--- config.mk ---
export PLATFORM = sky130hd
export DESIGN_NAME = mac_unit
export DESIGN_NICKNAME = d
export VERILOG_FILES = /design/src/design/audio_pkg.sv /design/src/design/mac_unit.sv
export SDC_FILE = /design/constraint.sdc
export NUM_CORES = 2
export LEC_CHECK = 0
export BUFFER_PORTS_ARGS = -buffer_cell sky130_fd_sc_hd__buf_2
export CORE_UTILIZATION = 40
export CTS_CLUSTER_SIZE = 30
export DETAILED_ROUTE_END_ITERATION = 6
export GPL_TIMING_DRIVEN = 1
export MAX_ROUTING_LAYER = met4
export PLACE_DENSITY_LB_ADDON = 0.1
export SYNTH_ARGS = -nofsm -noshare
export SYNTH_HDL_FRONTEND = slang
export SYNTH_SLANG_ARGS = --single-unit
--- constraint.sdc ---
create_clock -name clk -period 6.2 [get_ports clk]
set_clock_uncertainty 0.1 [all_clocks]
set_input_delay 0.93 -clock clk [delete_from_list [all_inputs] [get_ports clk]]
set_output_delay 0.93 -clock clk [all_outputs]
set_load 0.01 [all_outputs]
--- src/design/audio_pkg.sv ---
/*
 * Shared types and constants for the stereo 2x interpolator.
 * Samples are 18-bit signed and the accumulator is 48-bit signed.
 * Gain is unsigned Q2.14, so 16384 is unity and the top is just under 4.0.
 * COEFS is a fixed half-band table and cannot be reloaded.
 */
package audio_pkg;

    typedef logic signed [17:0] sample_t;
    typedef logic signed [47:0] acc_t;
    typedef logic [15:0]        gain_t;

    typedef enum logic [1:0] {
        MAC_NOP = 2'd0,
        MAC_MUL = 2'd1,
        MAC_MAC = 2'd2
    } mac_op_t;

    // Filter
    localparam int NUM_TAPS  = 34;
    localparam int TAP_W     = 6;
    localparam int MID_TAP   = 17;
    localparam int FIR_SHIFT = 16;

    localparam sample_t COEFS [NUM_TAPS] = '{
        1, -5, 13, -30, 56, -101, 167, -265, 401, -591, 850, -1211,
        1720, -2492, 3809, -6731, 20785, 20785, -6731, 3809, -2492, 1720,
        -1211, 850, -591, 401, -265, 167, -101, 56, -30, 13, -5, 1
    };

    // Gain and register map
    localparam int         GAIN_SHIFT    = 14;
    localparam gain_t      GAIN_RESET    = 16'd16384;
    localparam logic [3:0] REG_GAIN_ADDR = 4'h0;

    // Fixed depth of the shared MAC pipeline
    localparam int MAC_LATENCY = 2;

endpackage

--- src/design/mac_unit.sv ---
/*
 * Two-lane multiply-accumulate slice, one lane per stereo channel.
 * The result of an operation appears MAC_LATENCY (2) cycles after it is issued.
 * The accumulator is shared, so a MAC_MAC burst must not be interleaved.
 */
`timescale 1ns/1ns

module mac_unit (
    input  logic               clk,
    input  logic               reset,
    input  audio_pkg::mac_op_t op,
    input  audio_pkg::sample_t a_l,
    input  audio_pkg::sample_t a_r,
    input  audio_pkg::sample_t b_l,
    input  audio_pkg::sample_t b_r,
    output audio_pkg::acc_t    p_l,
    output audio_pkg::acc_t    p_r,
    output logic               p_valid
);
    import audio_pkg::*;

    mac_op_t op_d;
    acc_t    prod_l;
    acc_t    prod_r;

    // Stage 1 registers the products
    always_ff @(posedge clk) begin
        prod_l <= a_l * b_l;
        prod_r <= a_r * b_r;
    end

    // Stage 2 loads or accumulates on the delayed op
    always_ff @(posedge clk or posedge reset) begin
        if (reset) begin
            op_d    <= MAC_NOP;
            p_valid <= 1'b0;
            p_l     <= '0;
            p_r     <= '0;
        end else begin
            op_d    <= op;
            p_valid <= (op_d != MAC_NOP);
            if (op_d == MAC_MUL) begin
                p_l <= prod_l;
                p_r <= prod_r;
            end else if (op_d == MAC_MAC) begin
                p_l <= p_l + prod_l;
                p_r <= p_r + prod_r;
            end
        end
    end

endmodule

==> impl_metrics.yaml <==
detailed_routing:
  drc_errors: 0
  drtPass1Iterations: 5
  via_count: 25900
  routedWlPerCell_um: 16.4
  wl_um: 88100
  viasPerCell: 4.83
  drt_iter0_markers: 1042
  ant_nets: 0
cells_and_area:
  layout-drive-gt1-share_pct: 18.2
  syn2layout_area_growth_pct: 18.6
  nets: 5225
  fillers: 8136
yosys:
  yosysSeqAreaShare_pct: 11.4
  synth.distinct_cells: 75
  synth_area_per_cell_um2: 9.02
  ys_warn_count: 0
  synth-seq-cells: 171
  syn_nets: 4813
  synthCells: 3795
  async_flop_share_pct: 57.9
  syn_area_um2: 34200
  synth_flop_cell: "dfrtp_1"
  synth_enable_flop_cells: 0
worst_setup_path:
  arrival_ns: 6.52
  max_stage_delay_ns: 0.60
  critical_path_class: "primary input to flop"
  cp-start-kind: "primary input"
  crit_top_cell: "fa_1"
  slowest_stage: "fa_1"
  critical-path-top-delay-family: "adder cells"
  crit_fanout: 9
  cp.buffers_inverters: 5
  critPathRequiredTime_ns: 6.48
  end_kind: "flop"
  worstPathCellList: "buf_4 > and2_4 > fa_1 > fa_1 > ha_1 > inv_1 > fa_1 > inv_1 > fa_1 > inv_1 > fa_1 > inv_2 > ha_4 > a21oi_4 > nor2b_4 > or4_4 > o21a_1 > a21oi_2 > o21ai_2 > o41ai_4 > o2111ai_1 > a21oi_1 > xnor2_1"
sta:
  worst_slack_ns: -0.0338
  setup_viol: 2
  hold_viol_final: 0
  fin_crit_ns: 6.23
  max-slew-margin-rel_pct: 41.9
  worst_pin_slew_ns: 0.871
  fin_crit_sh_pct: 101
  max_freq_mhz: 160
  maxSlewViolCount: 0
  rsz0062_at_grt: "yes"
  fin_tns_setup_ns: -0.0392
clocking:
  clk_latency_ns: 0.46
  path_clk_slew_ns: 0.07
  cts_root_buf: "clkbuf_16"
  cts_tree: "built"
  cts_buffers: 17
  clock_sinks: 171
  htree_levels: 4
  clockBufferDepth: 2
floorplan:
  dieArea_um2: 86800
  die_h_um: 295
  placementRows: 106
  start_util_pct: 40.7
  coreArea_um2: 84200
  die_w_um: 295
  ios: 173
place:
  numPortBuffers: 172
  place.gp.congestion: 0.880
  hpwl_um: 75500
hold_path:
  hp-class: "flop to flop"
run_status:
  violations: "setup timing"
  outcome: "finished, violations left"
global_routing:
  grtUsageTotal_pct: 21.8
  grt_pass1_vias: 26800
  antenna_found_initial: 0
  grt_max_degree: 79
  grt_first_pass_wirelength_um: 145000
  grt_overflow: 0
flow_run:
  cap_violations: 0
state kept, by name, indices dropped and copies added, names as in the netlist:
signal   count
p_l         48
p_r         48
prod_l      36
op_d         2
prod_r      36
p_valid      1
cell usage in the layout (no fill, tap or decap), types with 95 or more instances in the layout:
| cell | count |
|---|---|
| nor2_1 | 196 |
| fa_1 | 635 |
| buf_2 | 113 |
| nand2_1 | 345 |
| inv_1 | 750 |
| a21oi_1 | 210 |
| and2_1 | 304 |
| dfrtp_1 | 99 |
| xnor2_1 | 95 |
| ha_1 | 255 |
| buf_4 | 336 |
final cells by class:
cell class	count	area [um2]	area share (%)
Antenna cell	1	2.50	0.00616
Clock buffer	19	443	1.09
Clock inverter	13	124	0.305
Inverter	783	2950	7.25
Multi-Input combinational cell	2713	27700	68.1
Sequential cell	171	3920	9.64
Tap cell	1134	1420	3.49
Timing Repair Buffer	521	4130	10.2
worst register-to-register path, stage by stage, from the launching register on:
cell and delay, ns:
dfrtp_1 0.46, ha_1 0.27, inv_1 0.08, fa_1 0.18, nor2b_1 0.08, o31a_1 0.29
o41a_1 0.39, a211o_1 0.37, a21oi_1 0.35, o22ai_1 0.20, a21oi_1 0.31, o221ai_1 0.22
a221oi_2 0.35, a21oi_1 0.13, xnor2_1 0.13, o21ai_0 0.14
cell families after synthesis:
family	after synthesis	share of synthesized area, %
xor+xnor	147	3.76
fa+ha+maj	942	48.9
buf+inv	911	10.1
flops	171	11.4
compound gates	551	10.1
simple gates	1048	15.0
mux	25	0.760
metrics by stage:
stage / area [um2] / worst slack (ns) / util [%] / hold WS (ns) / cells
after global routing: 40600 / -0.237 / 48.2 / 0.440 / 5354
after CTS: 39800 / -0.0526 / 47.3 / 0.406 / 5343
after detailed placement: 39000 / -0.697 / 46.3 / 0.397 / 5313
after floorplan: 34900 / -0.314 / - / 0.356 / 3795
after global placement: 39000 / -0.674 / 46.3 / 0.392 / 5313
final: 40600 / -0.0338 / 48.2 / 0.400 / 5355
timing repair:
| item | 4_1_cts | 5_1_grt |
|---|---|---|
| setup endpoints to repair | 13 | 28 |
| pin swaps | 36 | 117 |
| endpoints found under the hold margin | 0 | 0 |
| gates cloned | 0 | 3 |
| hold buffers | 0 | 0 |
| resized for setup | 84 | 213 |
| setup buffers | 2 | 8 |
synth_stat cells (3+ instances only):
| library cell | number | area share, % |
|---|---|---|
| a31oi_1 | 22 | 0.40 |
| and2_1 | 334 | 6.1 |
| clkbuf_1 | 117 | 1.3 |
| nand3_1 | 33 | 0.48 |
| o22ai_1 | 3 | 0.055 |
| xnor2_1 | 96 | 2.5 |
| o211ai_1 | 10 | 0.22 |
| nand4_1 | 12 | 0.22 |
| a221oi_1 | 3 | 0.077 |
| nor2b_1 | 20 | 0.37 |
| inv_1 | 783 | 8.6 |
| nor3_1 | 22 | 0.32 |
| nor3b_1 | 4 | 0.088 |
| mux2_2 | 8 | 0.26 |
| dfxtp_1 | 72 | 4.2 |
| o21bai_1 | 21 | 0.46 |
| o31a_1 | 3 | 0.077 |
| o221ai_1 | 4 | 0.10 |
| fa_1 | 660 | 39 |
| and4_1 | 5 | 0.13 |
| o21a_1 | 30 | 0.66 |
| and3_1 | 14 | 0.26 |
| or2_2 | 5 | 0.091 |
| o31ai_1 | 6 | 0.13 |
| dfrtp_1 | 99 | 7.2 |
| a21boi_0 | 7 | 0.15 |
| a21o_1 | 73 | 1.6 |
| mux2i_1 | 17 | 0.50 |
| a311oi_1 | 3 | 0.077 |
| nand2b_1 | 23 | 0.42 |
| ha_1 | 282 | 10 |
| o21ai_0 | 86 | 1.3 |
| buf_1 | 8 | 0.088 |
| a21o_2 | 4 | 0.10 |
| or3_1 | 7 | 0.13 |
| nor2_1 | 200 | 2.2 |
| a21oi_1 | 232 | 3.4 |
| xor2_1 | 51 | 1.3 |
| a211oi_1 | 14 | 0.31 |
| nand2_1 | 355 | 3.9 |
| a31o_2 | 3 | 0.077 |
final timing paths:
kind                       startpoint  slack, ns  cells after the start    endpoint
max                           a_l[12]      -0.03                     23  prod_l[35]
min                         prod_r[4]       0.40                      2      p_r[4]
max reg2reg                    p_r[0]       2.06                     15     p_r[46]
min reg2reg                 prod_r[4]       0.40                      2      p_r[4]
max in group asynchronous       reset       4.33                      3     p_r[20]
min in group asynchronous       reset       0.48                      2     op_d[1]
routing by layer:
metal	part of all wire, %	wire length [um]	global-route usage, %	vias to the layer above
li1	-	-	-	12500
met1	50	44300	31.6	12900
met2	44	39000	32.9	380
met3	3.8	3320	2.25	73
met4	1.7	1510	4.24	0
met5	0	0	-	-
Power is left out: the tool's default activity adds up to more than one toggle a clock period on the data nets, which glitch-free logic cannot reach.
