### src/design/audio_pkg.sv
/*
 * Shared types and constants for the stereo 2x interpolator.
 * Samples are 18-bit signed and the accumulator is 48-bit signed.
 * Gain is unsigned Q2.14, so 16384 is unity and the top is just under 4.0.
 * COEFS is a fixed half-band table and cannot be reloaded.
 */
package audio_pkg;

    typedef logic signed [17:0] sample_t;
    typedef logic signed [47:0] acc_t;
    typedef logic [15:0]        gain_t;

    typedef enum logic [1:0] {
        MAC_NOP = 2'd0,
        MAC_MUL = 2'd1,
        MAC_MAC = 2'd2
    } mac_op_t;

    // Filter
    localparam int NUM_TAPS  = 34;
    localparam int TAP_W     = 6;
    localparam int MID_TAP   = 17;
    localparam int FIR_SHIFT = 16;

    localparam sample_t COEFS [NUM_TAPS] = '{
        1, -5, 13, -30, 56, -101, 167, -265, 401, -591, 850, -1211,
        1720, -2492, 3809, -6731, 20785, 20785, -6731, 3809, -2492, 1720,
        -1211, 850, -591, 401, -265, 167, -101, 56, -30, 13, -5, 1
    };

    // Gain and register map
    localparam int         GAIN_SHIFT    = 14;
    localparam gain_t      GAIN_RESET    = 16'd16384;
    localparam logic [3:0] REG_GAIN_ADDR = 4'h0;

    // Fixed depth of the shared MAC pipeline
    localparam int MAC_LATENCY = 2;

endpackage

### src/design/mac_if.sv
/*
 * One requester's link to the shared MAC slice.
 * An operation issues in every cycle where req and gnt are both high.
 * last marks the final operation of a burst and releases the grant lock.
 */
`timescale 1ns/1ns

interface mac_if;
    import audio_pkg::*;

    logic    req;
    logic    last;
    mac_op_t op;
    sample_t a_l;
    sample_t a_r;
    sample_t b_l;
    sample_t b_r;
    logic    gnt;
    acc_t    p_l;
    acc_t    p_r;
    logic    p_valid;

    modport requester (
        output req, last, op, a_l, a_r, b_l, b_r,
        input  gnt, p_l, p_r, p_valid
    );

    modport arbiter (
        input  req, last, op, a_l, a_r, b_l, b_r,
        output gnt, p_l, p_r, p_valid
    );

endinterface

### src/design/gain_stage.sv
/*
 * Scales each interpolated stereo sample by a Q2.14 gain and saturates to 18 bits.
 * The gain is taken once per sample, when that sample is accepted.
 * Output follows the MAC grant by MAC_LATENCY+2 cycles.
 */
`timescale 1ns/1ns

module gain_stage (
    input  logic               clk,
    input  logic               reset,
    input  audio_pkg::gain_t   gain,
    input  logic               mid_valid,
    input  audio_pkg::sample_t mid_l,
    input  audio_pkg::sample_t mid_r,
    output logic               mid_ready,
    output logic               sample_out_valid,
    output audio_pkg::sample_t sample_out_l,
    output audio_pkg::sample_t sample_out_r,
    mac_if.requester           mac
);
    import audio_pkg::*;

    typedef enum logic [1:0] {
        ST_IDLE,
        ST_REQ,
        ST_WAIT,
        ST_SAT
    } state_t;

    state_t  state;
    sample_t s_l;
    sample_t s_r;
    gain_t   g_q;
    acc_t    sh_l;
    acc_t    sh_r;

    function automatic sample_t saturate(input acc_t v);
        if (v > acc_t'(131071)) begin
            return sample_t'(131071);
        end
        if (v < acc_t'(-131072)) begin
            return sample_t'(-131072);
        end
        return sample_t'(v);
    endfunction

    assign mid_ready = (state == ST_IDLE);

    // One multiply per sample, gain zero-extended into the B port
    assign mac.req  = (state == ST_REQ);
    assign mac.last = 1'b1;
    assign mac.op   = MAC_MUL;
    assign mac.a_l  = s_l;
    assign mac.a_r  = s_r;
    assign mac.b_l  = sample_t'(g_q);
    assign mac.b_r  = sample_t'(g_q);

    always_ff @(posedge clk or posedge reset) begin
        if (reset) begin
            state            <= ST_IDLE;
            sample_out_valid <= 1'b0;
        end else begin
            sample_out_valid <= (state == ST_SAT);
            case (state)
                ST_IDLE: if (mid_valid) state <= ST_REQ;
                ST_REQ:  if (mac.gnt) state <= ST_WAIT;
                ST_WAIT: if (mac.p_valid) state <= ST_SAT;
                default: state <= ST_IDLE;
            endcase
        end
    end

    always_ff @(posedge clk) begin
        if (mid_valid && mid_ready) begin
            s_l <= mid_l;
            s_r <= mid_r;
            g_q <= gain;
        end
        if (mac.p_valid) begin
            sh_l <= mac.p_l >>> GAIN_SHIFT;
            sh_r <= mac.p_r >>> GAIN_SHIFT;
        end
        if (state == ST_SAT) begin
            sample_out_l <= saturate(sh_l);
            sample_out_r <= saturate(sh_r);
        end
    end

    // Arbiter must route back only results this stage asked for
    a_result_owned: assert property (@(posedge clk) disable iff (reset)
        mac.p_valid |-> (state == ST_WAIT));

endmodule

### src/flat_wrapper.sv
// flat-port wrapper written by rule: the top's interface ports become plain ports
module gain_stage_flat import audio_pkg::*;
  (clk, reset, gain, mid_valid, mid_l, mid_r, mid_ready, sample_out_valid, sample_out_l, sample_out_r, mac_req, mac_last, mac_op, mac_a_l, mac_a_r, mac_b_l, mac_b_r, mac_gnt, mac_p_l, mac_p_r, mac_p_valid);
  mac_if mac_i ();
  input  logic clk;
  input  logic reset;
  input  audio_pkg::gain_t gain;
  input  logic mid_valid;
  input  audio_pkg::sample_t mid_l;
  input  audio_pkg::sample_t mid_r;
  output logic mid_ready;
  output logic sample_out_valid;
  output audio_pkg::sample_t sample_out_l;
  output audio_pkg::sample_t sample_out_r;
  output wire logic [$bits(mac_i.req)-1:0] mac_req;
  output wire logic [$bits(mac_i.last)-1:0] mac_last;
  output wire logic [$bits(mac_i.op)-1:0] mac_op;
  output wire logic [$bits(mac_i.a_l)-1:0] mac_a_l;
  output wire logic [$bits(mac_i.a_r)-1:0] mac_a_r;
  output wire logic [$bits(mac_i.b_l)-1:0] mac_b_l;
  output wire logic [$bits(mac_i.b_r)-1:0] mac_b_r;
  input wire logic [$bits(mac_i.gnt)-1:0] mac_gnt;
  input wire logic [$bits(mac_i.p_l)-1:0] mac_p_l;
  input wire logic [$bits(mac_i.p_r)-1:0] mac_p_r;
  input wire logic [$bits(mac_i.p_valid)-1:0] mac_p_valid;
  assign mac_req = mac_i.req;
  assign mac_last = mac_i.last;
  assign mac_op = mac_i.op;
  assign mac_a_l = mac_i.a_l;
  assign mac_a_r = mac_i.a_r;
  assign mac_b_l = mac_i.b_l;
  assign mac_b_r = mac_i.b_r;
  assign mac_i.gnt = mac_gnt;
  assign mac_i.p_l = mac_p_l;
  assign mac_i.p_r = mac_p_r;
  assign mac_i.p_valid = mac_p_valid;
  gain_stage u_core (.clk(clk), .reset(reset), .gain(gain), .mid_valid(mid_valid), .mid_l(mid_l), .mid_r(mid_r), .mid_ready(mid_ready), .sample_out_valid(sample_out_valid), .sample_out_l(sample_out_l), .sample_out_r(sample_out_r), .mac(mac_i));
endmodule
### config.mk
export PLATFORM = sky130hd
export DESIGN_NAME = gain_stage_flat
export DESIGN_NICKNAME = d
export VERILOG_FILES = /design/src/design/audio_pkg.sv /design/src/design/mac_if.sv /design/src/design/gain_stage.sv /design/src/flat_wrapper.sv
export SDC_FILE = /design/constraint.sdc
export NUM_CORES = 1
export LEC_CHECK = 0
export ABC_AREA = 1
export BUFFER_PORTS_ARGS = -buffer_cell sky130_fd_sc_hd__buf_2
export CAP_MARGIN = 0
export CORE_MARGIN = 4
export CORE_UTILIZATION = 42
export DETAILED_ROUTE_END_ITERATION = 16
export MAX_ROUTING_LAYER = met4
export PLACE_DENSITY = 0.76
export SLEW_MARGIN = 20
export SYNTH_ARGS = -nofsm -noshare
export SYNTH_HDL_FRONTEND = slang
export SYNTH_SLANG_ARGS = --single-unit
### constraint.sdc
create_clock -name clk -period 2.27 [get_ports clk]
set_input_delay 0.454 -clock clk [delete_from_list [all_inputs] [get_ports clk]]
set_output_delay 0.454 -clock clk [all_outputs]
set_load 0.01 [all_outputs]
==> flow_summary.toml <==
[yosys]
syn_area_per_cell_um2 = 16.8
synth_top_family_by_area = "simple AND/OR/NAND/NOR gates"
synthXorXnorAreaFrac_pct = 0
synth-compound-area-share_pct = 1.40
netlist-cell-type-count = 18
synth_cells = 337
synthAdderAreaFrac_pct = 0.886
seq_area_frac_synth_pct = 84.2
synth_seq_cells = 159
synthesis.area_mm2 = 0.00565
yosys.area_share.simple_pct = 8.84
ys_warn_count = 0
synthMuxAreaShare_pct = 0

[floorplan]
die_h_um = 124
core_area_mm2 = 0.0132
row_count = 42
dieArea_mm2 = 0.0154
io-pin-count = 267
start_util_pct = 42.8
die_x_um = 124

[drt]
wirelength_um = 11600
wl_per_cell_um = 15.3
drc_errors = 0
num_vias = 3379
routed_via_density = 4.47
ant_nets = 0
drt_pass1_iterations = 4
drt_iter0_markers = 174

[sta]
worst_slack_ps = 515
hold_viol = 0
fin_skew_ps = 6.49
hold_ws_ps = 207
relSlewSlack_pct = 58.2
setup_viol = 0
rsz0062_at_grt = "false"
post-route-min-period_ps = 1760
max_freq_mhz = 570
worst_pin_slew_ps = 626
fin_crit_sh_pct = 77.3
slew_violations = 0
tns_ps = 0

[critical_path]
r2r_start = "u_core.sh_l[24]"
worstSetupPathType = "register to output port"
cp_max_fo = 4
crit_start = "u_core.state[0]"
cp.required_ps = 1820
start_kind = "register"
cp-end-kind = "output port"
worstPathArrival_ps = 1300

[global_route]
top_usage_layer = "met2"
use_met1_pct = 15.8
grt_usage_pct = 15.4
grt_pass1_vias = 3338
met3_usage_pct = 5.59
grt-ovfl-total = 0
antenna_found_initial = 0
met2_usage_pct = 26.6
grt_pass1_wl_um = 16400
grt_max_degree = 54

[placement]
place_ws_ps = 634
dp_cells = 723
dpl.hpwl_um = 8750
gp_congestion = 0.756
port_buffers = 231

[cells_and_area]
stdcell_count = 756
final_common_cell = "buf_2"
layout-drive-gt1-share_pct = 47.1
area_growth_pct = 32.9
diodes = 0
layout_common_cells = "buf_2 (231), edfxtp_1 (156), nand2_1 (94)"
final_net_count = 724
fillers = 1073

[clock_network]
clkSinkCount = 159
clk_latency_ps = 420
cts_buffers = 17
cts_tree = "yes"
path_clk_slew_ps = 60
h-tree-depth = 4
clock_path_buffers = 2
cts_resized = 0
root_buffer = "clkbuf_16"
cts_setup_buffers = 0

[run]
maxCapViolCount = 0

[hold_path]
min_from = "mid_r[17]"
worstHoldPathType = "input pin to register"

[power_and_ir_drop]
p_total_mw = 8.15
peakVddDrop_v = 0.000527
p_leak_nw = 3.13
power.density_mw_per_mm2 = 1080

[run_status]
status = "complete, no violations"
-- registers in the layout, indices dropped and copies added (netlist names) --
signal,count
u_core.g_q,16
u_core.mac.a_l,18
u_core.mac.a_r,18
u_core.sample_out_l,18
u_core.sample_out_r,18
u_core.sample_out_valid,1
u_core.sh_l,34
u_core.sh_r,34
u_core.state,2
-- cells by family after synthesis --
group / Yosys count
AO/OA/AOI/OAI: 8
adder cells (fa/ha/maj): 4
buffers and inverters: 37
flip-flops: 159
other: 2
AND/OR/NAND/NOR: 127
-- area by class of cell --
| class | instances | area [um^2] | share of cell area (%) |
|---|---|---|---|
| Clock buffer | 20 | 437 | 5.81 |
| Timing Repair Buffer | 236 | 1220 | 16.3 |
| Sequential cell | 159 | 4760 | 63.4 |
| Tap cell | 176 | 220 | 2.93 |
| Multi-Input combinational cell | 146 | 657 | 8.74 |
| Clock inverter | 12 | 191 | 2.55 |
| Inverter | 7 | 26.3 | 0.350 |
-- final timing paths --
kind	to	slack, ps	cells after the start
hold / removal	u_core.mac.a_r[17]	210	1
setup reg to reg	u_core.sample_out_l[14]	640	5
min in group asynchronous	u_core.sample_out_valid	450	3
setup / recovery	mid_ready	510	3
hold reg to reg	u_core.sample_out_r[10]	510	2
max in group asynchronous	u_core.state[0]	1680	3
-- worst max-delay path, cell delays in order, from the launching register on --
cell,delay (ps)
dfrtp_1,400
inv_1,110
ha_1,220
buf_2,160
-- per-stage QoR --
stage	cell area, um^2	util, %
floorplan	5670	-
global placement	6870	52.1
detailed placement	6870	52.1
CTS	7510	57.0
global route	7510	57.0
finish	7510	57.0
-- cell usage after synthesis, drive strengths merged --
library cell,n,area share (%)
edfxtp,156,83
nand2,96,6.5
buf,28,3.9
nor2,28,2.0
inv,7,0.47
o21ai,6,0.93
ha,4,0.89
dfrtp,3,1.3
and2,2,0.22
clkbuf,2,0.13
conb,2,0.13
a21o,1,0.13
nand4,1,0.11
o21bai,1,0.33
-- what timing repair did --
action / 4_1_cts / 5_1_grt
endpoints found under the hold margin: 3 / 0
endpoints found under the setup margin: 0 / 0
hold buffers: 1 / 0
-- power by group --
| part | switching, mW | total [mW] | leakage [nW] | internal, mW |
|---|---|---|---|---|
| registers | 0.148 | 3.96 | 1.51 | 3.81 |
| logic | 0.760 | 1.20 | 1.32 | 0.436 |
| clock network | 1.05 | 2.99 | 0.299 | 1.94 |
-- routing by layer --
layer	vias up	share of wire, %
li1	1613	-
met1	1538	35
met2	203	52
met3	25	11
met4	0	2.1
met5	-	0
Power figures use the tool's default switching activity.
