===== src/design/audio_pkg.sv =====
/*
 * Shared types and constants for the stereo 2x interpolator.
 * Samples are 18-bit signed and the accumulator is 48-bit signed.
 * Gain is unsigned Q2.14, so 16384 is unity and the top is just under 4.0.
 * COEFS is a fixed half-band table and cannot be reloaded.
 */
package audio_pkg;

    typedef logic signed [17:0] sample_t;
    typedef logic signed [47:0] acc_t;
    typedef logic [15:0]        gain_t;

    typedef enum logic [1:0] {
        MAC_NOP = 2'd0,
        MAC_MUL = 2'd1,
        MAC_MAC = 2'd2
    } mac_op_t;

    // Filter
    localparam int NUM_TAPS  = 34;
    localparam int TAP_W     = 6;
    localparam int MID_TAP   = 17;
    localparam int FIR_SHIFT = 16;

    localparam sample_t COEFS [NUM_TAPS] = '{
        1, -5, 13, -30, 56, -101, 167, -265, 401, -591, 850, -1211,
        1720, -2492, 3809, -6731, 20785, 20785, -6731, 3809, -2492, 1720,
        -1211, 850, -591, 401, -265, 167, -101, 56, -30, 13, -5, 1
    };

    // Gain and register map
    localparam int         GAIN_SHIFT    = 14;
    localparam gain_t      GAIN_RESET    = 16'd16384;
    localparam logic [3:0] REG_GAIN_ADDR = 4'h0;

    // Fixed depth of the shared MAC pipeline
    localparam int MAC_LATENCY = 2;

endpackage


===== src/design/mac_if.sv =====
/*
 * One requester's link to the shared MAC slice.
 * An operation issues in every cycle where req and gnt are both high.
 * last marks the final operation of a burst and releases the grant lock.
 */
`timescale 1ns/1ns

interface mac_if;
    import audio_pkg::*;

    logic    req;
    logic    last;
    mac_op_t op;
    sample_t a_l;
    sample_t a_r;
    sample_t b_l;
    sample_t b_r;
    logic    gnt;
    acc_t    p_l;
    acc_t    p_r;
    logic    p_valid;

    modport requester (
        output req, last, op, a_l, a_r, b_l, b_r,
        input  gnt, p_l, p_r, p_valid
    );

    modport arbiter (
        input  req, last, op, a_l, a_r, b_l, b_r,
        output gnt, p_l, p_r, p_valid
    );

endinterface


===== src/design/mac_arbiter.sv =====
/*
 * Fixed-priority arbiter in front of the single MAC slice.
 * req_hi always wins a free slice; a granted burst keeps the slice until last.
 * Results go back only to the requester that issued the operation.
 */
`timescale 1ns/1ns

module mac_arbiter (
    input  logic               clk,
    input  logic               reset,
    mac_if.arbiter             req_hi,
    mac_if.arbiter             req_lo,
    output audio_pkg::mac_op_t op,
    output audio_pkg::sample_t a_l,
    output audio_pkg::sample_t a_r,
    output audio_pkg::sample_t b_l,
    output audio_pkg::sample_t b_r,
    input  audio_pkg::acc_t    p_l,
    input  audio_pkg::acc_t    p_r,
    input  logic               p_valid
);
    import audio_pkg::*;

    logic                   lock_q;
    logic                   owner_hi_q;
    logic                   gnt_hi;
    logic                   gnt_lo;
    logic                   issue_hi;
    logic                   issue_lo;
    logic [MAC_LATENCY-1:0] src_hi;

    // ----------------------------------------------------------
    // Grant
    // ----------------------------------------------------------
    always_comb begin
        gnt_hi = 1'b0;
        gnt_lo = 1'b0;
        if (lock_q) begin
            gnt_hi = owner_hi_q;
            gnt_lo = !owner_hi_q;
        end else if (req_hi.req) begin
            gnt_hi = 1'b1;
        end else if (req_lo.req) begin
            gnt_lo = 1'b1;
        end
    end

    assign issue_hi   = gnt_hi && req_hi.req;
    assign issue_lo   = gnt_lo && req_lo.req;
    assign req_hi.gnt = gnt_hi;
    assign req_lo.gnt = gnt_lo;

    always_ff @(posedge clk or posedge reset) begin
        if (reset) begin
            lock_q     <= 1'b0;
            owner_hi_q <= 1'b0;
            src_hi     <= '0;
        end else begin
            // Tracks who owns each result still in the pipeline
            src_hi <= (src_hi << 1) | issue_hi;
            if (issue_hi) begin
                lock_q     <= !req_hi.last;
                owner_hi_q <= 1'b1;
            end else if (issue_lo) begin
                lock_q     <= !req_lo.last;
                owner_hi_q <= 1'b0;
            end
        end
    end

    // ----------------------------------------------------------
    // Operand mux and result fan-out
    // ----------------------------------------------------------
    assign op  = issue_hi ? req_hi.op : (issue_lo ? req_lo.op : MAC_NOP);
    assign a_l = gnt_hi ? req_hi.a_l : req_lo.a_l;
    assign a_r = gnt_hi ? req_hi.a_r : req_lo.a_r;
    assign b_l = gnt_hi ? req_hi.b_l : req_lo.b_l;
    assign b_r = gnt_hi ? req_hi.b_r : req_lo.b_r;

    assign req_hi.p_l     = p_l;
    assign req_hi.p_r     = p_r;
    assign req_lo.p_l     = p_l;
    assign req_lo.p_r     = p_r;
    assign req_hi.p_valid = p_valid && src_hi[MAC_LATENCY-1];
    assign req_lo.p_valid = p_valid && !src_hi[MAC_LATENCY-1];

    // Result routing relies on the slice answering exactly MAC_LATENCY after issue
    a_result_timing: assert property (@(posedge clk) disable iff (reset)
        p_valid == $past(issue_hi || issue_lo, MAC_LATENCY));

endmodule


===== src/flat_wrapper.sv =====
// flat-port wrapper written by rule: the top's interface ports become plain ports
module mac_arbiter_flat import audio_pkg::*;
  (clk, reset, op, a_l, a_r, b_l, b_r, p_l, p_r, p_valid, req_hi_req, req_hi_last, req_hi_op, req_hi_a_l, req_hi_a_r, req_hi_b_l, req_hi_b_r, req_hi_gnt, req_hi_p_l, req_hi_p_r, req_hi_p_valid, req_lo_req, req_lo_last, req_lo_op, req_lo_a_l, req_lo_a_r, req_lo_b_l, req_lo_b_r, req_lo_gnt, req_lo_p_l, req_lo_p_r, req_lo_p_valid);
  mac_if req_hi_i ();
  mac_if req_lo_i ();
  input  logic clk;
  input  logic reset;
  output audio_pkg::mac_op_t op;
  output audio_pkg::sample_t a_l;
  output audio_pkg::sample_t a_r;
  output audio_pkg::sample_t b_l;
  output audio_pkg::sample_t b_r;
  input  audio_pkg::acc_t p_l;
  input  audio_pkg::acc_t p_r;
  input  logic p_valid;
  input wire logic [$bits(req_hi_i.req)-1:0] req_hi_req;
  input wire logic [$bits(req_hi_i.last)-1:0] req_hi_last;
  input wire logic [$bits(req_hi_i.op)-1:0] req_hi_op;
  input wire logic [$bits(req_hi_i.a_l)-1:0] req_hi_a_l;
  input wire logic [$bits(req_hi_i.a_r)-1:0] req_hi_a_r;
  input wire logic [$bits(req_hi_i.b_l)-1:0] req_hi_b_l;
  input wire logic [$bits(req_hi_i.b_r)-1:0] req_hi_b_r;
  output wire logic [$bits(req_hi_i.gnt)-1:0] req_hi_gnt;
  output wire logic [$bits(req_hi_i.p_l)-1:0] req_hi_p_l;
  output wire logic [$bits(req_hi_i.p_r)-1:0] req_hi_p_r;
  output wire logic [$bits(req_hi_i.p_valid)-1:0] req_hi_p_valid;
  input wire logic [$bits(req_lo_i.req)-1:0] req_lo_req;
  input wire logic [$bits(req_lo_i.last)-1:0] req_lo_last;
  input wire logic [$bits(req_lo_i.op)-1:0] req_lo_op;
  input wire logic [$bits(req_lo_i.a_l)-1:0] req_lo_a_l;
  input wire logic [$bits(req_lo_i.a_r)-1:0] req_lo_a_r;
  input wire logic [$bits(req_lo_i.b_l)-1:0] req_lo_b_l;
  input wire logic [$bits(req_lo_i.b_r)-1:0] req_lo_b_r;
  output wire logic [$bits(req_lo_i.gnt)-1:0] req_lo_gnt;
  output wire logic [$bits(req_lo_i.p_l)-1:0] req_lo_p_l;
  output wire logic [$bits(req_lo_i.p_r)-1:0] req_lo_p_r;
  output wire logic [$bits(req_lo_i.p_valid)-1:0] req_lo_p_valid;
  assign req_hi_i.req = req_hi_req;
  assign req_hi_i.last = req_hi_last;
  assign req_hi_i.op = req_hi_op;
  assign req_hi_i.a_l = req_hi_a_l;
  assign req_hi_i.a_r = req_hi_a_r;
  assign req_hi_i.b_l = req_hi_b_l;
  assign req_hi_i.b_r = req_hi_b_r;
  assign req_hi_gnt = req_hi_i.gnt;
  assign req_hi_p_l = req_hi_i.p_l;
  assign req_hi_p_r = req_hi_i.p_r;
  assign req_hi_p_valid = req_hi_i.p_valid;
  assign req_lo_i.req = req_lo_req;
  assign req_lo_i.last = req_lo_last;
  assign req_lo_i.op = req_lo_op;
  assign req_lo_i.a_l = req_lo_a_l;
  assign req_lo_i.a_r = req_lo_a_r;
  assign req_lo_i.b_l = req_lo_b_l;
  assign req_lo_i.b_r = req_lo_b_r;
  assign req_lo_gnt = req_lo_i.gnt;
  assign req_lo_p_l = req_lo_i.p_l;
  assign req_lo_p_r = req_lo_i.p_r;
  assign req_lo_p_valid = req_lo_i.p_valid;
  mac_arbiter u_core (.clk(clk), .reset(reset), .req_hi(req_hi_i), .req_lo(req_lo_i), .op(op), .a_l(a_l), .a_r(a_r), .b_l(b_l), .b_r(b_r), .p_l(p_l), .p_r(p_r), .p_valid(p_valid));
endmodule

===== config.mk =====
export PLATFORM = sky130hd
export DESIGN_NAME = mac_arbiter_flat
export DESIGN_NICKNAME = d
export VERILOG_FILES = /design/src/design/audio_pkg.sv /design/src/design/mac_if.sv /design/src/design/mac_arbiter.sv /design/src/flat_wrapper.sv
export SDC_FILE = /design/constraint.sdc
export NUM_CORES = 1
export LEC_CHECK = 0
export BUFFER_PORTS_ARGS = -buffer_cell sky130_fd_sc_hd__clkbuf_2
export CORE_AREA = 2 2 204 206
export CTS_BUF_LIST = sky130_fd_sc_hd__clkbuf_16
export CTS_CLUSTER_SIZE = 30
export DETAILED_ROUTE_END_ITERATION = 10
export DIE_AREA = 0 0 206 208
export PLACE_DENSITY = 0.39
export SLEW_MARGIN = 20
export SYNTH_ARGS = -nofsm -noshare
export SYNTH_HDL_FRONTEND = slang
export SYNTH_SLANG_ARGS = --single-unit

===== constraint.sdc =====
create_clock -name clk -period 2.49 [get_ports clk]
set_clock_uncertainty 0.15 [all_clocks]
set_input_delay 0 -clock clk [delete_from_list [all_inputs] [get_ports clk]]
set_output_delay 0 -clock clk [all_outputs]
set_load 0.05 [all_outputs]

==> results.cfg <==
[status]
outcome = finished clean

[synthesis]
postSynthCellCount = 297
yosysSeqAreaShare_pct = 3.53
synth-main-ff-cell = dfrtp_1
synth_seq_cells = 4
syn_avg_cell_area_um2 = 9.55
synth_cell_types = 18
synth_area_um2 = 2840
synth_enable_flop_cells = 0
syn_nets = 548
synthArstFlopShare_pct = 100
yosysWarnings = 0

[cts]
postCtsSetupBuffers = 0
cts.clk_slew.worst_paths_ns = 0.04
numCtsBuffers = 3
cts_tree = yes
cts_resized = 0
clk_latency_ns = 0.23
clock_sinks = 4
max-clock-path-buffers = 2
cts_root_buf = clkbuf_16
htree_levels = 1

[job]
maxCapViolations = 0

[timing]
tightest_slew_ns = 1.09
finalWorstSetupSlack_ns = 0.247
drv_slew = 0
slew_headroom_pct = 27.1
clock.fmax_mhz = 446
whs_ns = 0.00150
rsz0062_at_grt = no
hold_viol = 0
final-setup-viol-count = 0
period_needed_ns = 2.24
finalCritPeriodShare_pct = 90.1
setup-tns-final_ns = 0

[worst_setup_path]
end_kind = primary output
critical_path_arrival_ns = 2.09
critical_path_class = reg2out
start_kind = register
required_ns = 2.34
cp_max_fo = 21

[placed_design]
numPortBuffers = 232
place.gp.congestion = 0.677
dpl.hpwl_mm = 8.75
preCtsSetupSlack_ns = 0.413

[die]
dieArea_um2 = 42800
coreArea_um2 = 40600
num_rows = 74
start_util_pct = 6.99
die_h_um = 208
dieWidth_um = 206
ios = 521

[global_routing]
grt_start_max_net_pins = 22
grt_usage_pct = 4.36
grt_first_pass_wirelength_mm = 14.0
grt_pass1_vias = 2457
antenna_found_initial = 1
overflow = 0

[power]
finalPower_mw = 4.51
leakage_nw = 2.15
peakVddDrop_v = 0.000243
power_density_nw_per_um2 = 1050

[routing]
ant_nets = 0
avgViaCountPerCell = 2.53
first_pass_iters = 4
routedWlPerCell_um = 11.6
drc = 0
wl_mm = 11.3
vias = 2466
drt-initial-drc-count = 37

[cells_and_area]
syn_to_final_growth_pct = 51.6
drive_gt1_share_pct = 72.0
nets = 693

[hold_path]
min_path_type = in2reg
-- report_power, final --
group / internal (mW) / switching (mW) / leakage, nW
sequential: 0.0882 / 0.0302 / 0.0470
clock: 0.206 / 0.0562 / 0.0370
combinational: 1.30 / 2.82 / 2.07
total: 1.60 / 2.91 / 2.15
-- per-stage QoR --
| stage | util (%) | instance area, µm² | cells |
|---|---|---|---|
| after floorplan | - | 2840 | 297 |
| after global placement | 7.96 | 3230 | 870 |
| after detailed placement | 7.96 | 3230 | 870 |
| after CTS | 10.6 | 4300 | 972 |
| after global routing | 10.6 | 4300 | 973 |
| final | 10.6 | 4300 | 973 |
-- sequential cells by signal (all words and copies together), names as in the netlist --
signal             count
u_core.lock_q          1
u_core.owner_hi_q      1
u_core.src_hi          2
-- worst paths after layout --
| kind | depth (start not counted) | end | startpoint | slack, ns |
|---|---|---|---|---|
| min in group asynchronous | 3 | u_core.src_hi[1] | reset | 0.05 |
| worst max register to register | 4 | u_core.lock_q | u_core.lock_q | 0.58 |
| worst max-delay path | 4 | a_r[1] | u_core.lock_q | 0.25 |
| max in group asynchronous | 3 | u_core.owner_hi_q | reset | 1.98 |
| worst min register to register | 0 | u_core.src_hi[1] | u_core.src_hi[0] | 0.19 |
| worst min-delay path | 2 | u_core.owner_hi_q | req_hi_req | 0.001 |
-- per-layer routing --
layer	GRT usage [%]	share of wire, %	wire [µm]
met1	3.45	28	3170
met2	9.65	57	6450
met3	0.768	12	1340
met4	2.02	2.7	300
met5	0	0	0
-- cell type report --
type / count / area, µm²
antenna: 1 / 2.50
multi-input combinational: 90 / 1200
clock buffer: 3 / 75.1
sequential: 4 / 100
tap: 532 / 666
inverter: 3 / 11.3
fill: 4670 / 36300
timing repair buffer: 340 / 2240
-- synth_stat cells, drive strengths merged, types with 3 or more instances --
library cell,n,area [µm²]
inv,3,11.3
o211ai,4,30.0
buf,199,1520
dfrtp,4,100
nor2b,3,18.8
mux2,72,1070
nand2,3,11.3
-- kinds of logic after synthesis --
family,count (synthesis),share of synthesized area (%)
AND/OR/NAND/NOR,10,1.85
flip-flops,4,3.53
multiplexers,73,38.5
AO/OA/AOI/OAI,7,1.90
buffers and inverters,203,54.2
-- critical path, stage by stage, from the launching register on --
cell and delay [ns]:
dfrtp_1 0.43, mux2i_4 0.54, buf_12 0.27, mux2_4 0.36
clkbuf_2 0.24
-- cells in the final DEF (no fill, tap or decap), drive strengths merged --
master,n
buf,9
and3,1
and2,1
nor2,1
o22ai,1
nor2b,3
o211ai,4
a221oi,1
clkbuf,235
dfrtp,4
a22o,1
nand2,3
inv,3
mux2i,1
nand2b,1
mux2,72
diode,1
dlygate4sd3,99
-- repair_timing --
item	4_1_cts	5_1_grt
endpoints found under the setup margin	0	0
endpoints found under the hold margin	197	0
hold buffers	99	0
Note: power is estimated with default switching activity, not from simulation.
