<file path="config.mk">
export PLATFORM = sky130hd
export DESIGN_NAME = interpolator_2x_flat
export DESIGN_NICKNAME = d
export VERILOG_FILES = /design/src/design/audio_pkg.sv /design/src/design/mac_if.sv /design/src/design/interpolator_2x.sv /design/src/flat_wrapper.sv
export SDC_FILE = /design/constraint.sdc
export NUM_CORES = 2
export LEC_CHECK = 0
export BUFFER_PORTS_ARGS = -buffer_cell sky130_fd_sc_hd__buf_2
export CORE_ASPECT_RATIO = 1.25
export CORE_MARGIN = 8
export CORE_UTILIZATION = 40
export DETAILED_ROUTE_END_ITERATION = 12
export PLACE_DENSITY = 0.69
export REMOVE_ABC_BUFFERS = 1
export SYNTH_ARGS = -nofsm -noshare
export SYNTH_HDL_FRONTEND = slang
export SYNTH_SLANG_ARGS = --single-unit
</file>
<file path="constraint.sdc">
create_clock -name clk -period 38.1 [get_ports clk]
set_input_delay 3.81 -clock clk [delete_from_list [all_inputs] [get_ports clk]]
set_output_delay 3.81 -clock clk [all_outputs]
set_load 0.03 [all_outputs]
</file>
<file path="src/design/audio_pkg.sv">
/*
 * Shared types and constants for the stereo 2x interpolator.
 * Samples are 18-bit signed and the accumulator is 48-bit signed.
 * Gain is unsigned Q2.14, so 16384 is unity and the top is just under 4.0.
 * COEFS is a fixed half-band table and cannot be reloaded.
 */
package audio_pkg;

    typedef logic signed [17:0] sample_t;
    typedef logic signed [47:0] acc_t;
    typedef logic [15:0]        gain_t;

    typedef enum logic [1:0] {
        MAC_NOP = 2'd0,
        MAC_MUL = 2'd1,
        MAC_MAC = 2'd2
    } mac_op_t;

    // Filter
    localparam int NUM_TAPS  = 34;
    localparam int TAP_W     = 6;
    localparam int MID_TAP   = 17;
    localparam int FIR_SHIFT = 16;

    localparam sample_t COEFS [NUM_TAPS] = '{
        1, -5, 13, -30, 56, -101, 167, -265, 401, -591, 850, -1211,
        1720, -2492, 3809, -6731, 20785, 20785, -6731, 3809, -2492, 1720,
        -1211, 850, -591, 401, -265, 167, -101, 56, -30, 13, -5, 1
    };

    // Gain and register map
    localparam int         GAIN_SHIFT    = 14;
    localparam gain_t      GAIN_RESET    = 16'd16384;
    localparam logic [3:0] REG_GAIN_ADDR = 4'h0;

    // Fixed depth of the shared MAC pipeline
    localparam int MAC_LATENCY = 2;

endpackage

</file>
<file path="src/design/mac_if.sv">
/*
 * One requester's link to the shared MAC slice.
 * An operation issues in every cycle where req and gnt are both high.
 * last marks the final operation of a burst and releases the grant lock.
 */
`timescale 1ns/1ns

interface mac_if;
    import audio_pkg::*;

    logic    req;
    logic    last;
    mac_op_t op;
    sample_t a_l;
    sample_t a_r;
    sample_t b_l;
    sample_t b_r;
    logic    gnt;
    acc_t    p_l;
    acc_t    p_r;
    logic    p_valid;

    modport requester (
        output req, last, op, a_l, a_r, b_l, b_r,
        input  gnt, p_l, p_r, p_valid
    );

    modport arbiter (
        input  req, last, op, a_l, a_r, b_l, b_r,
        output gnt, p_l, p_r, p_valid
    );

endinterface

</file>
<file path="src/design/interpolator_2x.sv">
/*
 * 34-tap 2x interpolator run by a small microsequencer.
 * Each accepted input gives the FIR phase, then x[n-17] >>> 1.
 * An input offered while busy is dropped; there is no input buffering.
 * Takes at least NUM_TAPS+MAC_LATENCY+4 cycles per input.
 */
`timescale 1ns/1ns

module interpolator_2x (
    input  logic               clk,
    input  logic               reset,
    input  logic               sample_in_valid,
    input  audio_pkg::sample_t sample_in_l,
    input  audio_pkg::sample_t sample_in_r,
    output logic               busy,
    output logic               mid_valid,
    output audio_pkg::sample_t mid_l,
    output audio_pkg::sample_t mid_r,
    input  logic               mid_ready,
    mac_if.requester           mac
);
    import audio_pkg::*;

    typedef enum logic [2:0] {
        PC_WAIT,
        PC_PUSH,
        PC_MAC,
        PC_DRAIN,
        PC_FIR,
        PC_HALF
    } pc_t;

    pc_t              pc;
    logic [TAP_W-1:0] head;
    logic [TAP_W-1:0] head_next;
    logic [TAP_W-1:0] rd_ptr;
    logic [TAP_W-1:0] mid_ptr;
    logic [TAP_W-1:0] tap;
    logic             tap_last;
    logic             issue;
    sample_t          in_l;
    sample_t          in_r;
    sample_t          dl_l [NUM_TAPS];
    sample_t          dl_r [NUM_TAPS];
    acc_t             acc_l;
    acc_t             acc_r;

    assign busy     = (pc != PC_WAIT);
    assign issue    = mac.req && mac.gnt;
    assign tap_last = (tap == TAP_W'(NUM_TAPS - 1));

    // Head moves backwards so x[n-k] sits at head+k
    assign head_next = (head == '0) ? TAP_W'(NUM_TAPS - 1) : head - 1'b1;
    assign mid_ptr   = (head >= TAP_W'(NUM_TAPS - MID_TAP)) ?
                       head - TAP_W'(NUM_TAPS - MID_TAP) : head + TAP_W'(MID_TAP);

    always_ff @(posedge clk) begin
        if (pc == PC_WAIT && sample_in_valid) begin
            in_l <= sample_in_l;
            in_r <= sample_in_r;
        end
    end

    // ----------------------------------------------------------
    // Sequencer
    // ----------------------------------------------------------
    always_ff @(posedge clk or posedge reset) begin
        if (reset) begin
            pc     <= PC_WAIT;
            head   <= '0;
            rd_ptr <= '0;
            tap    <= '0;
        end else begin
            case (pc)
                PC_WAIT: begin
                    if (sample_in_valid) begin
                        pc <= PC_PUSH;
                    end
                end
                PC_PUSH: begin
                    head   <= head_next;
                    rd_ptr <= head_next;
                    tap    <= '0;
                    pc     <= PC_MAC;
                end
                PC_MAC: begin
                    if (issue) begin
                        rd_ptr <= (rd_ptr == TAP_W'(NUM_TAPS - 1)) ? '0 : rd_ptr + 1'b1;
                        if (tap_last) begin
                            tap <= '0;
                            pc  <= PC_DRAIN;
                        end else begin
                            tap <= tap + 1'b1;
                        end
                    end
                end
                PC_DRAIN: begin
                    // Let the last product leave the pipeline
                    if (tap == TAP_W'(MAC_LATENCY - 1)) begin
                        pc <= PC_FIR;
                    end else begin
                        tap <= tap + 1'b1;
                    end
                end
                PC_FIR: begin
                    if (mid_ready) begin
                        pc <= PC_HALF;
                    end
                end
                PC_HALF: begin
                    if (mid_ready) begin
                        pc <= PC_WAIT;
                    end
                end
                default: pc <= PC_WAIT;
            endcase
        end
    end

    // Delay line, cleared so the first outputs see silence
    always_ff @(posedge clk or posedge reset) begin
        if (reset) begin
            for (int k = 0; k < NUM_TAPS; k++) begin
                dl_l[k] <= '0;
                dl_r[k] <= '0;
            end
        end else if (pc == PC_PUSH) begin
            dl_l[head_next] <= in_l;
            dl_r[head_next] <= in_r;
        end
    end

    // Last result of the burst is the one left here
    always_ff @(posedge clk) begin
        if (mac.p_valid) begin
            acc_l <= mac.p_l;
            acc_r <= mac.p_r;
        end
    end

    // ----------------------------------------------------------
    // MAC requests and outputs
    // ----------------------------------------------------------
    assign mac.req  = (pc == PC_MAC);
    assign mac.last = tap_last;
    assign mac.op   = (tap == '0) ? MAC_MUL : MAC_MAC;
    assign mac.a_l  = COEFS[tap];
    assign mac.a_r  = COEFS[tap];
    assign mac.b_l  = dl_l[rd_ptr];
    assign mac.b_r  = dl_r[rd_ptr];

    assign mid_valid = ((pc == PC_FIR) || (pc == PC_HALF)) && mid_ready;

    always_comb begin
        if (pc == PC_FIR) begin
            mid_l = acc_l[FIR_SHIFT +: $bits(sample_t)];
            mid_r = acc_r[FIR_SHIFT +: $bits(sample_t)];
        end else begin
            mid_l = dl_l[mid_ptr] >>> 1;
            mid_r = dl_r[mid_ptr] >>> 1;
        end
    end

    // Grant lock keeps the slice for the whole burst once tap 0 has issued
    a_burst_granted: assert property (@(posedge clk) disable iff (reset)
        (mac.req && tap != '0) |-> mac.gnt);

endmodule

</file>
<file path="src/flat_wrapper.sv">
// flat-port wrapper written by rule: the top's interface ports become plain ports
module interpolator_2x_flat import audio_pkg::*;
  (clk, reset, sample_in_valid, sample_in_l, sample_in_r, busy, mid_valid, mid_l, mid_r, mid_ready, mac_req, mac_last, mac_op, mac_a_l, mac_a_r, mac_b_l, mac_b_r, mac_gnt, mac_p_l, mac_p_r, mac_p_valid);
  mac_if mac_i ();
  input  logic clk;
  input  logic reset;
  input  logic sample_in_valid;
  input  audio_pkg::sample_t sample_in_l;
  input  audio_pkg::sample_t sample_in_r;
  output logic busy;
  output logic mid_valid;
  output audio_pkg::sample_t mid_l;
  output audio_pkg::sample_t mid_r;
  input  logic mid_ready;
  output wire logic [$bits(mac_i.req)-1:0] mac_req;
  output wire logic [$bits(mac_i.last)-1:0] mac_last;
  output wire logic [$bits(mac_i.op)-1:0] mac_op;
  output wire logic [$bits(mac_i.a_l)-1:0] mac_a_l;
  output wire logic [$bits(mac_i.a_r)-1:0] mac_a_r;
  output wire logic [$bits(mac_i.b_l)-1:0] mac_b_l;
  output wire logic [$bits(mac_i.b_r)-1:0] mac_b_r;
  input wire logic [$bits(mac_i.gnt)-1:0] mac_gnt;
  input wire logic [$bits(mac_i.p_l)-1:0] mac_p_l;
  input wire logic [$bits(mac_i.p_r)-1:0] mac_p_r;
  input wire logic [$bits(mac_i.p_valid)-1:0] mac_p_valid;
  assign mac_req = mac_i.req;
  assign mac_last = mac_i.last;
  assign mac_op = mac_i.op;
  assign mac_a_l = mac_i.a_l;
  assign mac_a_r = mac_i.a_r;
  assign mac_b_l = mac_i.b_l;
  assign mac_b_r = mac_i.b_r;
  assign mac_i.gnt = mac_gnt;
  assign mac_i.p_l = mac_p_l;
  assign mac_i.p_r = mac_p_r;
  assign mac_i.p_valid = mac_p_valid;
  interpolator_2x u_core (.clk(clk), .reset(reset), .sample_in_valid(sample_in_valid), .sample_in_l(sample_in_l), .sample_in_r(sample_in_r), .busy(busy), .mid_valid(mid_valid), .mid_l(mid_l), .mid_r(mid_r), .mid_ready(mid_ready), .mac(mac_i));
endmodule
</file>
==> results.yml <==
die:
  ios: 252
  core_mm2: 0.173
  initial_utilization_pct: 40.2
  die_x_um: 389
  die_area_mm2: 0.188
  fp-row-count: 171
  die_h_um: 483
cts:
  hold_buffers: 0
  cts_max_path_buffers: 3
  ctsResizeCount: 0
  clk_latency_ps: 790
  numCtsBuffers: 139
  cts_tree: "yes"
  cts_sinks: 1317
  cts.clk_slew.worst_paths_ps: 60
  post_cts_buffers: 0
  htree_levels: 4
  cts_root_buf: "clkbuf_16"
synth:
  synth_cell_types: 72
  ys.flop_type: "dfrtp_1"
  synth_edf_count: 72
  synth-async-reset-ratio_pct: 94.5
  syn_area_per_cell_um2: 14.8
  ys_ff_latch: 1317
  synthCells: 4721
  syn_area_mm2: 0.0697
  synth_warnings: 0
  seq_area_frac_synth_pct: 47.8
setup_path:
  endpoint_kind: "output port"
  crit_family: "buffers and inverters"
  slowest_delay_ps: 1030
  crit_buf_inv: 5
  slowest_stage: "buf_4"
  critPathKind: "reg -> out"
  crit_path_cell_trace: "inv_8, ha_1, inv_1, o22ai_1, nor2_4, buf_4, buf_12, mux4_2, o22ai_1, nor4_1, a2111o_1, buf_2"
  reg2reg_from: "u_core.head[0]"
  crit_top_cell: "o22ai_1"
  crit_arrival_ps: 7550
  startpoint_type: "register"
  required_ps: 34290
  setup.worst_path.start: "u_core.head[0]"
  cp_max_fo: 148
worst_hold_path:
  hp-class: "reg -> reg"
  hold_start: "u_core.dl_r[0]"
power_and_ir_drop:
  p_sw_share_pct: 41.7
  seqPwrFrac_pct: 31.2
  powerDensity_mw_per_mm2: 93.7
  combPwrFrac_pct: 49.5
  p_int_w: 0.00420
  power.switching_w: 0.00301
  ir_drop_uv: 221
  power_leakage_nw: 34.9
  clkPwrFrac_pct: 19.3
flow_run:
  drv_cap: 0
routing:
  vias: 44300
  first_pass_iters: 5
  routed_wl_um: 212000
  drc: 0
  wl_per_cell_um: 30.3
  final_antenna_net_count: 0
  first_iter_violations: 4013
  vias_per_cell: 6.33
sta:
  rsz0062_at_grt: "no"
  slew_headroom_pct: 20.7
  worst_pin_slew_ps: 1190
  slew_viol_final: 0
  skew_ps: 23.8
  hold_violations: 0
  finalCritPeriodShare_pct: 29.8
  setup_viol: 0
  finalCriticalPeriod_ps: 11360
  max_freq_mhz: 88.0
  setup_tns_ps: 0
cells_and_area:
  utilization_pct: 44.4
  syn_to_final_growth_pct: 10.5
  final_nets: 4783
  drive_gt1_share_pct: 49.6
global_route:
  grt_pass1_wl_um: 313000
  grt_max_degree: 189
  grt_pass1_vias: 45800
  antenna_found_initial: 7
  track_usage_pct: 22.3
  overflow: 0
run_status:
  outcome: "finished, final reports clean"
placement:
  io_buffers: 191
  gp_congestion: 0.826
  hpwl_um: 111000
[cell type report]
| class | instances | area (um2) |
|---|---|---|
| well taps | 2249 | 2810 |
| flip-flops and latches | 1317 | 33300 |
| fillers | 15200 | 96300 |
| clock buffers | 210 | 4250 |
| multi-input cells | 2885 | 34400 |
| clock inverters | 43 | 410 |
| inverters | 21 | 93.8 |
| diodes | 5 | 12.5 |
| repair buffers | 266 | 1620 |
[cell families after synthesis]
family / after synthesis / share of synthesized area [%]
AOI/OAI and AO/OA: 353 / 3.36
xor gates and xnor gates: 7 / 0.0880
adders and majority gates: 15 / 0.269
buffers and inverters: 519 / 3.15
DFF: 1317 / 47.8
muxes: 2063 / 42.2
and+or+nand+nor: 447 / 3.08
[registers in the layout (all words and copies together), names as in the netlist]
name and count:
u_core.dl_l 612, u_core.acc_l 18, u_core.dl_r 612, u_core.acc_r 18, u_core.tap 6, u_core.pc 3, u_core.head 6, u_core.in_r 18
u_core.rd_ptr 6, u_core.in_l 18
[power by group through the flow]
stage	logic [W]	clock network, W	registers (W)
2_1_floorplan	0.00268	0	0.00230
3_3_place_gp	0.00353	0	0.00222
3_5_place_dp	0.00355	0	0.00226
4_1_cts	0.00357	0.00142	0.00224
5_1_grt	0.00375	0.00147	0.00231
6_report	0.00357	0.00139	0.00225
[cell usage in the layout, fill, tap and decap left out, types with 22 or more instances in the layout]
cell	instances
a2111o_1	22
a21oi_1	41
buf_2	190
buf_4	68
clkbuf_1	34
clkbuf_16	151
clkbuf_8	25
clkinv_2	22
dfrtp_1	1238
edfxtp_1	72
mux2_2	1227
mux2i_1	252
mux4_2	577
nand2_1	62
nand2_4	22
nor2_1	141
nor3_1	106
o21ai_0	81
o22ai_1	122
or3_1	26
[synth_stat cells, types with 8 or more instances]
| cell type | instances | area, um2 |
|---|---|---|
| dfrtp_1 | 1245 | 31200 |
| a21oi_1 | 42 | 210 |
| a211oi_1 | 13 | 97.6 |
| o22ai_1 | 122 | 763 |
| a2111o_1 | 22 | 248 |
| nor2_1 | 143 | 537 |
| o21ai_0 | 81 | 405 |
| mux4_2 | 577 | 13000 |
| mux2_2 | 1227 | 13800 |
| inv_1 | 18 | 67.6 |
| o21a_1 | 8 | 60.1 |
| buf_1 | 69 | 259 |
| nand2_1 | 85 | 319 |
| nand3_1 | 21 | 105 |
| edfxtp_1 | 72 | 2160 |
| clkbuf_1 | 290 | 1090 |
| mux2i_1 | 253 | 2530 |
| o211ai_1 | 10 | 75.1 |
| nor3_2 | 10 | 100 |
| buf_4 | 26 | 195 |
| nor3_1 | 106 | 531 |
| or3_1 | 26 | 163 |
| nor2b_1 | 11 | 68.8 |
| nor4_1 | 13 | 81.3 |
| buf_2 | 111 | 556 |
| ha_1 | 15 | 188 |
[metal layers]
layer	GRT usage, %	up-vias	share of wire, %
li1	-	18000	-
met1	29.3	23800	40
met2	35.6	1934	47
met3	4.99	497	8.2
met4	9.41	4	4.5
met5	0	-	0.011
[worst paths after layout]
check | cells past startpoint | slack, ps | end
max | 12 | 26740 | mid_r[14]
min | 1 | 500 | u_core.dl_r[0]
max reg2reg | 8 | 32720 | u_core.dl_r[403]
min reg2reg | 1 | 500 | u_core.dl_r[0]
max in group asynchronous | 7 | 29890 | u_core.dl_r[391]
min in group asynchronous | 2 | 3190 | u_core.dl_r[350]
[stage by stage]
step | hold WS, ps | cell area (um2) | setup slack (ps) | total power (W) | cells
floorplan | 471 | 67500 | -792 | 0.00498 | 4223
finish | 503 | 77000 | 26740 | 0.00721 | 6996
CTS | 505 | 77000 | 26730 | 0.00722 | 6991
global route | 517 | 77000 | 26520 | 0.00753 | 6992
global placement | 481 | 72300 | 27570 | 0.00574 | 6738
detailed placement | 490 | 72300 | 27600 | 0.00581 | 6738
Power figures use the tool's default switching activity.
